<file path="src/hdl/mc_pkg.sv">
// register address map, device codes and offsets
// shared widths and address field helpers
package mc_pkg;

    typedef logic [15:0] addr_t;   // dev 15..12, chan 7..4, ofs 3..0
    typedef logic [31:0] data_t;
    typedef logic [3:0]  dev_t;
    typedef logic [3:0]  chan_t;
    typedef logic [3:0]  ofs_t;

    // device codes
    localparam dev_t DEV_BOARD = 4'h0;
    localparam dev_t DEV_ENC   = 4'h1;
    localparam dev_t DEV_MOT   = 4'h2;

    // board registers
    localparam ofs_t OFS_STATUS      = 4'd0;
    localparam ofs_t OFS_WDOG_PERIOD = 4'd1;
    // encoder registers
    localparam ofs_t OFS_ENC_POS = 4'd0;
    localparam ofs_t OFS_ENC_ERR = 4'd1;
    // motor registers
    localparam ofs_t OFS_MOT_CMD = 4'd0;
    localparam ofs_t OFS_MOT_AMP = 4'd1;

    localparam int ENC_POS_W  = 24;  // sign-extended on read
    localparam int ENC_ERR_W  = 16;  // saturating error count
    localparam int MOT_CMD_W  = 16;
    localparam int BOARD_ID_W = 4;

    function automatic dev_t addr_dev(addr_t a);
        return a[15:12];
    endfunction

    function automatic chan_t addr_chan(addr_t a);
        return a[7:4];
    endfunction

    function automatic ofs_t addr_ofs(addr_t a);
        return a[3:0];
    endfunction

endpackage
</file>
<file path="src/hdl/motor_ctrl_top.sv">
// motor controller register core top level
// bridge, encoder bank, motor bank and read mux
`timescale 1ns/1ps

module motor_ctrl_top import mc_pkg::*; #(
    parameter int NUM_MOTORS   = 4,
    parameter int NUM_ENCODERS = 4,
    parameter int REQ_DEPTH    = 4
) (
    input  logic                                 sysclk,
    input  logic                                 rst_n,
    input  logic                                 req_valid,
    input  logic                                 req_write,
    input  addr_t                                req_addr,
    input  data_t                                req_wdata,
    output logic                                 req_credit,
    input  logic                                 rsp_credit,
    output logic                                 rsp_valid,
    output data_t                                rsp_data,
    input  logic [BOARD_ID_W-1:0]                board_id,     // rotary switch
    input  logic [NUM_ENCODERS-1:0]              enc_a,
    input  logic [NUM_ENCODERS-1:0]              enc_b,
    output logic [NUM_MOTORS-1:0][MOT_CMD_W-1:0] mot_cmd,
    output logic [NUM_MOTORS-1:0]                amp_en,
    output logic                                 wdog_timeout
);

    // shared register bus
    addr_t reg_raddr;
    addr_t reg_waddr;
    data_t reg_wdata;
    data_t reg_rdata;
    logic  reg_wen;

    logic [NUM_ENCODERS-1:0][ENC_POS_W-1:0] enc_pos;
    logic [NUM_ENCODERS-1:0][ENC_ERR_W-1:0] enc_err;
    data_t                                  wdog_period;

    host_bridge #(.REQ_DEPTH(REQ_DEPTH)) host_bridge_inst (
        .sysclk, .rst_n,
        .req_valid, .req_write, .req_addr, .req_wdata, .req_credit,
        .rsp_credit, .rsp_valid, .rsp_data,
        .reg_raddr, .reg_waddr, .reg_wdata, .reg_wen, .reg_rdata
    );

    encoder_bank #(.NUM_ENCODERS(NUM_ENCODERS)) encoder_bank_inst (
        .sysclk, .rst_n, .enc_a, .enc_b,
        .reg_waddr, .reg_wdata, .reg_wen,
        .enc_pos, .enc_err
    );

    motor_bank #(.NUM_MOTORS(NUM_MOTORS)) motor_bank_inst (
        .sysclk, .rst_n,
        .reg_waddr, .reg_wdata, .reg_wen,
        .mot_cmd, .amp_en, .wdog_period, .wdog_timeout
    );

    reg_read_mux #(.NUM_MOTORS(NUM_MOTORS), .NUM_ENCODERS(NUM_ENCODERS)) reg_read_mux_inst (
        .sysclk, .rst_n, .reg_raddr, .board_id,
        .enc_pos, .enc_err, .mot_cmd, .amp_en,
        .wdog_period, .wdog_timeout, .reg_rdata
    );

endmodule

</file>
<file path="src/hdl/reg_read_mux.sv">
// registered read data select over board status,
// encoder bank and motor bank
`timescale 1ns/1ps

module reg_read_mux import mc_pkg::*; #(
    parameter int NUM_MOTORS   = 4,
    parameter int NUM_ENCODERS = 4
) (
    input  logic                                   sysclk,
    input  logic                                   rst_n,
    input  addr_t                                  reg_raddr,
    input  logic [BOARD_ID_W-1:0]                  board_id,
    input  logic [NUM_ENCODERS-1:0][ENC_POS_W-1:0] enc_pos,
    input  logic [NUM_ENCODERS-1:0][ENC_ERR_W-1:0] enc_err,
    input  logic [NUM_MOTORS-1:0][MOT_CMD_W-1:0]   mot_cmd,
    input  logic [NUM_MOTORS-1:0]                  amp_en,
    input  data_t                                  wdog_period,
    input  logic                                   wdog_timeout,
    output data_t                                  reg_rdata
);

    data_t status;  // id 3..0, timeout 4, enables from 8
    data_t rd_sel;
    chan_t chan;
    ofs_t  ofs;

    assign chan = addr_chan(reg_raddr);
    assign ofs  = addr_ofs(reg_raddr);

    always_comb begin
        status                   = '0;
        status[BOARD_ID_W-1:0]   = board_id;
        status[4]                = wdog_timeout;
        status[8 +: NUM_MOTORS]  = amp_en;
    end

    // anything not matched below reads zero
    always_comb begin
        rd_sel = '0;
        case (addr_dev(reg_raddr))
            DEV_BOARD: begin
                if (ofs == OFS_STATUS)           rd_sel = status;
                else if (ofs == OFS_WDOG_PERIOD) rd_sel = wdog_period;
            end
            DEV_ENC: begin
                for (int i = 0; i < NUM_ENCODERS; i++)
                    if (chan == chan_t'(i)) begin
                        if (ofs == OFS_ENC_POS)  // sign-extend position
                            rd_sel = {{(32 - ENC_POS_W){enc_pos[i][ENC_POS_W-1]}}, enc_pos[i]};
                        else if (ofs == OFS_ENC_ERR)
                            rd_sel = data_t'(enc_err[i]);
                    end
            end
            DEV_MOT: begin
                for (int i = 0; i < NUM_MOTORS; i++)
                    if (chan == chan_t'(i)) begin
                        if (ofs == OFS_MOT_CMD)      rd_sel = data_t'(mot_cmd[i]);
                        else if (ofs == OFS_MOT_AMP) rd_sel = data_t'(amp_en[i]);
                    end
            end
            default: ;
        endcase
    end

    always_ff @(posedge sysclk) begin
        if (!rst_n) reg_rdata <= '0;
        else        reg_rdata <= rd_sel;  // one cycle after raddr
    end

endmodule

</file>
<file path="src/hdl/motor_bank.sv">
// motor command and amplifier enable registers
// board watchdog: period, timer and timeout flag
`timescale 1ns/1ps

module motor_bank import mc_pkg::*; #(
    parameter int NUM_MOTORS = 4
) (
    input  logic                                 sysclk,
    input  logic                                 rst_n,
    input  addr_t                                reg_waddr,
    input  data_t                                reg_wdata,
    input  logic                                 reg_wen,
    output logic [NUM_MOTORS-1:0][MOT_CMD_W-1:0] mot_cmd,
    output logic [NUM_MOTORS-1:0]                amp_en,
    output data_t                                wdog_period,
    output logic                                 wdog_timeout
);

    logic  wr_mot;
    logic  wr_board;
    chan_t wr_chan;
    ofs_t  wr_ofs;
    data_t wdog_cnt;  // cycles since last bus write

    assign wr_mot   = reg_wen && (addr_dev(reg_waddr) == DEV_MOT);
    assign wr_board = reg_wen && (addr_dev(reg_waddr) == DEV_BOARD);
    assign wr_chan  = addr_chan(reg_waddr);
    assign wr_ofs   = addr_ofs(reg_waddr);

    always_ff @(posedge sysclk) begin
        if (!rst_n) begin
            mot_cmd <= '0;  // zero current out of reset
        end else begin
            for (int i = 0; i < NUM_MOTORS; i++)
                if (wr_mot && (wr_chan == chan_t'(i)) && (wr_ofs == OFS_MOT_CMD))
                    mot_cmd[i] <= reg_wdata[MOT_CMD_W-1:0];
        end
    end

    // enables are forced off and locked while the timeout is set
    always_ff @(posedge sysclk) begin
        if (!rst_n) begin
            amp_en <= '0;
        end else if (wdog_timeout) begin
            amp_en <= '0;
        end else begin
            for (int i = 0; i < NUM_MOTORS; i++)
                if (wr_mot && (wr_chan == chan_t'(i)) && (wr_ofs == OFS_MOT_AMP))
                    amp_en[i] <= reg_wdata[0];
        end
    end

    always_ff @(posedge sysclk) begin
        if (!rst_n) begin
            wdog_period  <= '0;
            wdog_cnt     <= '0;
            wdog_timeout <= 1'b0;
        end else begin
            if (wr_board && (wr_ofs == OFS_WDOG_PERIOD))
                wdog_period <= reg_wdata;     // zero disables the watchdog
            if (reg_wen)
                wdog_cnt <= '0;               // any host write kicks it
            else if ((wdog_period != '0) && !wdog_timeout) begin
                if (wdog_cnt >= wdog_period)
                    wdog_timeout <= 1'b1;
                else
                    wdog_cnt <= wdog_cnt + 1'b1;
            end
            if (wr_board && (wr_ofs == OFS_STATUS) && reg_wdata[0])
                wdog_timeout <= 1'b0;         // status bit 0 clears the timeout
        end
    end

    a_amp_off: assert property (@(posedge sysclk) disable iff (!rst_n)
        $rose(wdog_timeout) |=> (amp_en == '0))
        else $error("amplifiers still enabled after watchdog timeout");

endmodule

</file>
<file path="src/hdl/encoder_bank.sv">
// quadrature decoder bank: input sync, position counters
// with preload, saturating error counters
`timescale 1ns/1ps

module encoder_bank import mc_pkg::*; #(
    parameter int NUM_ENCODERS = 4
) (
    input  logic                                   sysclk,
    input  logic                                   rst_n,
    input  logic [NUM_ENCODERS-1:0]                enc_a,
    input  logic [NUM_ENCODERS-1:0]                enc_b,
    input  addr_t                                  reg_waddr,
    input  data_t                                  reg_wdata,
    input  logic                                   reg_wen,
    output logic [NUM_ENCODERS-1:0][ENC_POS_W-1:0] enc_pos,
    output logic [NUM_ENCODERS-1:0][ENC_ERR_W-1:0] enc_err
);

    logic  wr_enc;
    chan_t wr_chan;
    ofs_t  wr_ofs;

    assign wr_enc  = reg_wen && (addr_dev(reg_waddr) == DEV_ENC);
    assign wr_chan = addr_chan(reg_waddr);
    assign wr_ofs  = addr_ofs(reg_waddr);

    for (genvar i = 0; i < NUM_ENCODERS; i++) begin : g_chan
        logic [1:0]           sync1;   // {a, b}, first stage
        logic [1:0]           sync2;   // synchronized pair
        logic [1:0]           prev;    // pair seen last cycle
        logic [ENC_POS_W-1:0] pos;
        logic [ENC_ERR_W-1:0] err;
        logic                 step;
        logic                 both;
        logic                 up;
        logic                 sel;

        assign step = ^(sync2 ^ prev);   // exactly one bit moved
        assign both = &(sync2 ^ prev);   // illegal jump
        assign up   = sync2[1] ^ prev[0]; // a leads b when counting up
        assign sel  = wr_enc && (wr_chan == chan_t'(i));

        always_ff @(posedge sysclk) begin
            if (!rst_n) begin
                sync1 <= '0;
                sync2 <= '0;
                prev  <= '0;
                pos   <= '0;
                err   <= '0;
            end else begin
                sync1 <= {enc_a[i], enc_b[i]};
                sync2 <= sync1;
                prev  <= sync2;
                if (sel && (wr_ofs == OFS_ENC_POS))
                    pos <= reg_wdata[ENC_POS_W-1:0];  // preload wins over a step
                else if (step)
                    pos <= up ? pos + 1'b1 : pos - 1'b1;
                if (sel && (wr_ofs == OFS_ENC_ERR))
                    err <= '0;
                else if (both && (err != '1))
                    err <= err + 1'b1;               // sticks at max
            end
        end

        assign enc_pos[i] = pos;
        assign enc_err[i] = err;
    end

endmodule

</file>
<file path="src/hdl/host_bridge.sv">
// host bridge: request FIFO, credit counters
// register bus driver and read response generator
`timescale 1ns/1ps

module host_bridge import mc_pkg::*; #(
    parameter int REQ_DEPTH = 4
) (
    input  logic  sysclk,
    input  logic  rst_n,
    input  logic  req_valid,
    input  logic  req_write,
    input  addr_t req_addr,
    input  data_t req_wdata,
    output logic  req_credit,
    input  logic  rsp_credit,
    output logic  rsp_valid,
    output data_t rsp_data,
    output addr_t reg_raddr,
    output addr_t reg_waddr,
    output data_t reg_wdata,
    output logic  reg_wen,
    input  data_t reg_rdata
);

    localparam int PTR_W = (REQ_DEPTH > 1) ? $clog2(REQ_DEPTH) : 1;
    localparam int CNT_W = $clog2(REQ_DEPTH + 1);

    logic             fifo_write [REQ_DEPTH];
    addr_t            fifo_addr  [REQ_DEPTH];
    data_t            fifo_wdata [REQ_DEPTH];
    logic [PTR_W-1:0] wr_ptr, rd_ptr;
    logic [CNT_W-1:0] fifo_cnt;   // entries held
    logic [CNT_W-1:0] rsp_cred;   // response credits left
    logic             head_write;
    logic             pop;
    logic             pop_rd;
    logic [1:0]       rd_tag;     // read in flight, stage 0 = raddr on bus

    function automatic logic [PTR_W-1:0] ptr_inc(logic [PTR_W-1:0] p);
        return (p == PTR_W'(REQ_DEPTH - 1)) ? '0 : p + 1'b1;
    endfunction

    assign head_write = fifo_write[rd_ptr];
    // writes never wait, reads need a response credit
    assign pop    = (fifo_cnt != '0) && (head_write || (rsp_cred != '0));
    assign pop_rd = pop && !head_write;

    always_ff @(posedge sysclk) begin
        if (req_valid) begin
            fifo_write[wr_ptr] <= req_write;
            fifo_addr[wr_ptr]  <= req_addr;
            fifo_wdata[wr_ptr] <= req_wdata;
        end
    end

    always_ff @(posedge sysclk) begin
        if (!rst_n) begin
            wr_ptr     <= '0;
            rd_ptr     <= '0;
            fifo_cnt   <= '0;
            rsp_cred   <= CNT_W'(REQ_DEPTH);
            req_credit <= 1'b0;
            reg_wen    <= 1'b0;
            rd_tag     <= '0;
        end else begin
            if (req_valid) wr_ptr <= ptr_inc(wr_ptr);
            if (pop)       rd_ptr <= ptr_inc(rd_ptr);
            case ({req_valid, pop})
                2'b10:   fifo_cnt <= fifo_cnt + 1'b1;
                2'b01:   fifo_cnt <= fifo_cnt - 1'b1;
                default: ;
            endcase
            case ({rsp_credit, pop_rd})
                2'b10:   rsp_cred <= rsp_cred + 1'b1;  // host freed a slot
                2'b01:   rsp_cred <= rsp_cred - 1'b1;  // reserved by the read
                default: ;
            endcase
            req_credit <= pop;        // one credit back per pop
            reg_wen    <= pop && head_write;
            rd_tag     <= {rd_tag[0], pop_rd};
        end
    end

    // bus payload, held until the next pop of the same kind
    always_ff @(posedge sysclk) begin
        if (pop && head_write) begin
            reg_waddr <= fifo_addr[rd_ptr];
            reg_wdata <= fifo_wdata[rd_ptr];
        end
        if (pop_rd) reg_raddr <= fifo_addr[rd_ptr];
    end

    assign rsp_valid = rd_tag[1];  // mux output is registered, one stage late
    assign rsp_data  = reg_rdata;

    a_no_push_full: assert property (@(posedge sysclk) disable iff (!rst_n)
        req_valid |-> (fifo_cnt < CNT_W'(REQ_DEPTH)))
        else $error("request pushed into a full FIFO");
    a_cred_max: assert property (@(posedge sysclk) disable iff (!rst_n)
        rsp_cred <= CNT_W'(REQ_DEPTH))
        else $error("response credits above REQ_DEPTH");
    a_rsp_reserved: assert property (@(posedge sysclk) disable iff (!rst_n)
        rsp_valid |-> (rsp_cred < CNT_W'(REQ_DEPTH)))
        else $error("response sent without a reserved credit");

endmodule

</file>
<file path="config.mk">
export PLATFORM = sky130hd
export DESIGN_NAME = motor_ctrl_top
export DESIGN_NICKNAME = d
export VERILOG_FILES = /design/src/hdl/mc_pkg.sv /design/src/hdl/motor_ctrl_top.sv /design/src/hdl/reg_read_mux.sv /design/src/hdl/motor_bank.sv /design/src/hdl/encoder_bank.sv /design/src/hdl/host_bridge.sv
export SDC_FILE = /design/constraint.sdc
export NUM_CORES = 1
export LEC_CHECK = 0
export BUFFER_PORTS_ARGS = -buffer_cell sky130_fd_sc_hd__buf_2
export CORE_UTILIZATION = 35
export CTS_CLUSTER_DIAMETER = 80
export DETAILED_ROUTE_END_ITERATION = 12
export PLACE_DENSITY_LB_ADDON = 0.12
export SLEW_MARGIN = 20
export SYNTH_ARGS = -nofsm -noshare
export SYNTH_HDL_FRONTEND = slang
export SYNTH_SLANG_ARGS = --single-unit
</file>
<file path="constraint.sdc">
create_clock -name sysclk -period 7.7 [get_ports sysclk]
set_input_delay 0.77 -clock sysclk [delete_from_list [all_inputs] [get_ports sysclk]]
set_output_delay 0.77 -clock sysclk [all_outputs]
set_load 0.1 [all_outputs]
</file>
==> metrics.txt <==
status=complete, no violations; share of cells above drive strength 1=about an eighth; critical path data required time=between 8 and 9 ns; Finished Core Util=40.5%; Comb pwr share=29.8%; GP Congestion=~0.94; met1 wire length=44.4 mm; Worst Path Arrival=5.08 ns; Reg power frac=about two fifths; detailed-route via count=between 20,000 and 25,000; Worst Slack Setup Final=around 3.2 ns; first-pass GRT wire length=between 100 and 150 mm; setup TNS=0 ns; CP Max Fanout=22; total global routing overflow=0; Vias/cell=around 5.5; worst-margin pin slew=around 1.1 ns; Post-Syn Area per Cell=about 9.9 sq um; Die Ht=295 um; worst min path class=in -> reg; sequential area share after synthesis=roughly 48%; cell taking the most area after synthesis=dfxtp_1; Placement Rows=107; Syn Inst Count=~3,000; minimum clock period=4.54 ns; Antenna Violating Nets Remaining=0; die width=295 um; Core Area=0.0851 sq mm; endpoints failing setup=0; Net Sw Power=~4.0 mW; share of the synthesized area in the top cell type=24.3%; most common cell after layout, fill and taps aside=dfxtp_1; CP Class=reg -> reg; WL/cell=22.8 um; Max Used Layer=met5; cell at the slowest stage of the critical path=inv_1; CTS sink count=between 600 and 700; Initial Util=between 30% and 40%; Power, Total=11.2 mW; VDD IR max=approximately 0.23 mV; most frequent cells in the layout=dfxtp_1, nand2_1, a21oi_1; Ys Warns=0; area grow syn2layout=14.7%; RSZ-0062 raised after global routing=no; cts hold-fix bufs=0; reg2reg setup slack=between 3 and 4 ns; post_cts resized=0; Clock Skew=~0.025 ns; Post-synth EDFFs=236; ys async rst share=0%; Yosys cell types=81; WL met2=approximately 44 mm; #FFs+latches synth=about 600; IO Port Bufs=approximately 160; clk slew on worst S/H paths=approximately 0.06 ns; leakage power=between 10 and 15 nW; Sw Ratio=between 30% and 40%; CTS root buffer=clkbuf_16; Slew Limit Fails=0; DRC marker count from the first detailed-route iteration=around 1,900; internal power=7.17 mW; DRC=0; Clock Tree Buf Depth=3; wirelength, routed=approximately 100 mm; DIE AREA=approximately 0.087 sq mm; Post-CTS Repair Setup Buffers=0; worst-path cell chain=xor2_1, inv_1, ha_1, a21oi_1, o21ai_0, a2111oi_0, o21ai_0, a221oi_2, a21oi_1, xnor2_1, nand2_1, a221oi_2; Cell Pwr Density=between 300 and 400 mW/mm^2; Ports=around 170; max cap viols=0; Post-Layout Cell Count=around 4,300; met3 WL post-DR=between 7 and 8 mm; vias in the first global route=23,300; CP endpoint kind=flip-flop; largest net degree at the start of global routing=between 90 and 100; Post-Place Cells=about 4,200; fmax=between 0.2 and 0.25 GHz; Largest stage delay, worst path=~0.64 ns; cts bufs inserted=71; clock power share=31.6%; fin nets=roughly 3,400; Mapped Area=between 0.03 and 0.04 sq mm; H-Tree Depth=3; synth top area cells=dfxtp_1, edfxtp_1, ha_1; Filler Cell Count=approximately 8,400; TritonRoute pass-1 iters=7; CTS tree=built; Final period util=59.0%; Rel. slew slack=between 20% and 30%; Worst Setup Start Kind=flip-flop; Final Hold Viols=0; worst-skew pair later-pin latency=roughly 0.63 ns; initial antenna violation count=9; top_reg_cell synth=dfxtp_1; syn_nets=3,232; GR Util All Layers=between 20% and 30%; Setup WS pre-CTS=~3.2 ns; Detail Placement HPWL=a little over 70 mm
[routing by layer]
metal / global-route usage (%) / vias to the layer above
li1: - / 11300
met5: 0 / -
met4: 7.14 / 6
met3: 5.94 / 129
met2: 35.3 / 669
met1: 30.2 / 11600
[logic make-up (layout without fill, tap and decap cells)]
kind of cell	after synthesis	count (layout)	synth area share [%]
simple gates	943	943	14.6
compound gates	773	773	16.0
flops	601	601	47.9
buf+inv	250	427	3.19
mux	181	181	8.34
fa+ha+maj	142	142	6.06
xor+xnor	135	135	3.93
other cells	0	3	0
[critical path: cells and delay by family, from the launching register on]
kind            cells  cell delay [ns]
compound gates      7             2.01
flops               1             0.38
xor+xnor            2             0.78
fa+ha+maj           1             0.57
buf+inv             1             0.64
simple gates        1             0.08
[synth_stat cells (all sizes together), types with 54 or more instances]
cell,number
a211oi,70
a21oi,292
clkbuf,139
dfxtp,365
edfxtp,236
ha,136
inv,91
mux2i,111
mux4,54
nand2,337
nand3,69
nor2,245
o21ai,153
xnor2,64
xor2,71
[state kept, by name, summed over array words and instances, names as in the netlist, named ones only]
register / cells
host_bridge_inst.req_credit: 1
encoder_bank_inst.g_chan.pos: 96
motor_bank_inst.mot_cmd: 64
host_bridge_inst.fifo_addr: 48
host_bridge_inst.reg_wdata: 32
host_bridge_inst.rd_tag: 2
encoder_bank_inst.g_chan.err: 64
motor_bank_inst.wdog_cnt: 32
motor_bank_inst.wdog_period: 32
host_bridge_inst.reg_wen: 1
motor_bank_inst.wdog_timeout: 1
reg_read_mux_inst.reg_rdata: 32
host_bridge_inst.rsp_cred: 3
host_bridge_inst.fifo_wdata: 128
host_bridge_inst.fifo_write: 4
encoder_bank_inst.g_chan.sync1: 8
motor_bank_inst.amp_en: 4
encoder_bank_inst.g_chan.sync2: 8
encoder_bank_inst.g_chan.prev: 8
host_bridge_inst.fifo_cnt: 3
host_bridge_inst.reg_waddr: 12
host_bridge_inst.wr_ptr: 2
host_bridge_inst.rd_ptr: 2
host_bridge_inst.reg_raddr: 12
[power by group through the flow]
stage               sequential [mW]  clock (mW)  combinational [mW]
floorplan                      3.98           0                2.56
global placement               4.40           0                3.26
detailed placement             4.40           0                3.30
CTS                            4.34        3.62                3.32
global route                   4.37        3.74                3.65
finish                         4.33        3.54                3.34
[metrics by stage]
stage / cell area [sq um] / hold WS (ns)
finish: 34500 / 0.353
global route: 34500 / 0.329
CTS: 34500 / 0.312
detailed placement: 32000 / 0.429
global placement: 32000 / 0.436
floorplan: 30100 / 0.412
[area by class of cell]
| type | count | area [sq um] | share of cell area (%) |
|---|---|---|---|
| Clock buffer | 92 | 1940 | 5.61 |
| Clock inverter | 40 | 524 | 1.52 |
| Antenna cell | 3 | 7.51 | 0.0218 |
| Tap cell | 1144 | 1430 | 4.15 |
| Sequential cell | 601 | 14400 | 41.7 |
| Inverter | 92 | 348 | 1.01 |
| Timing Repair Buffer | 203 | 1120 | 3.24 |
| Multi-Input combinational cell | 2174 | 14700 | 42.7 |
[final timing paths]
kind                                                            from                                   end  depth (start not counted)
worst min register to register  encoder_bank_inst.g_chan[2].sync1[0]  encoder_bank_inst.g_chan[2].sync2[0]                          1
worst min-delay path                                    req_wdata[3]     host_bridge_inst.fifo_wdata[3][3]                          1
worst max register to register  encoder_bank_inst.g_chan[1].sync2[1]   encoder_bank_inst.g_chan[1].pos[23]                         12
worst max-delay path            encoder_bank_inst.g_chan[1].sync2[1]   encoder_bank_inst.g_chan[1].pos[23]                         12
Note: power is estimated with default switching activity, not from simulation.
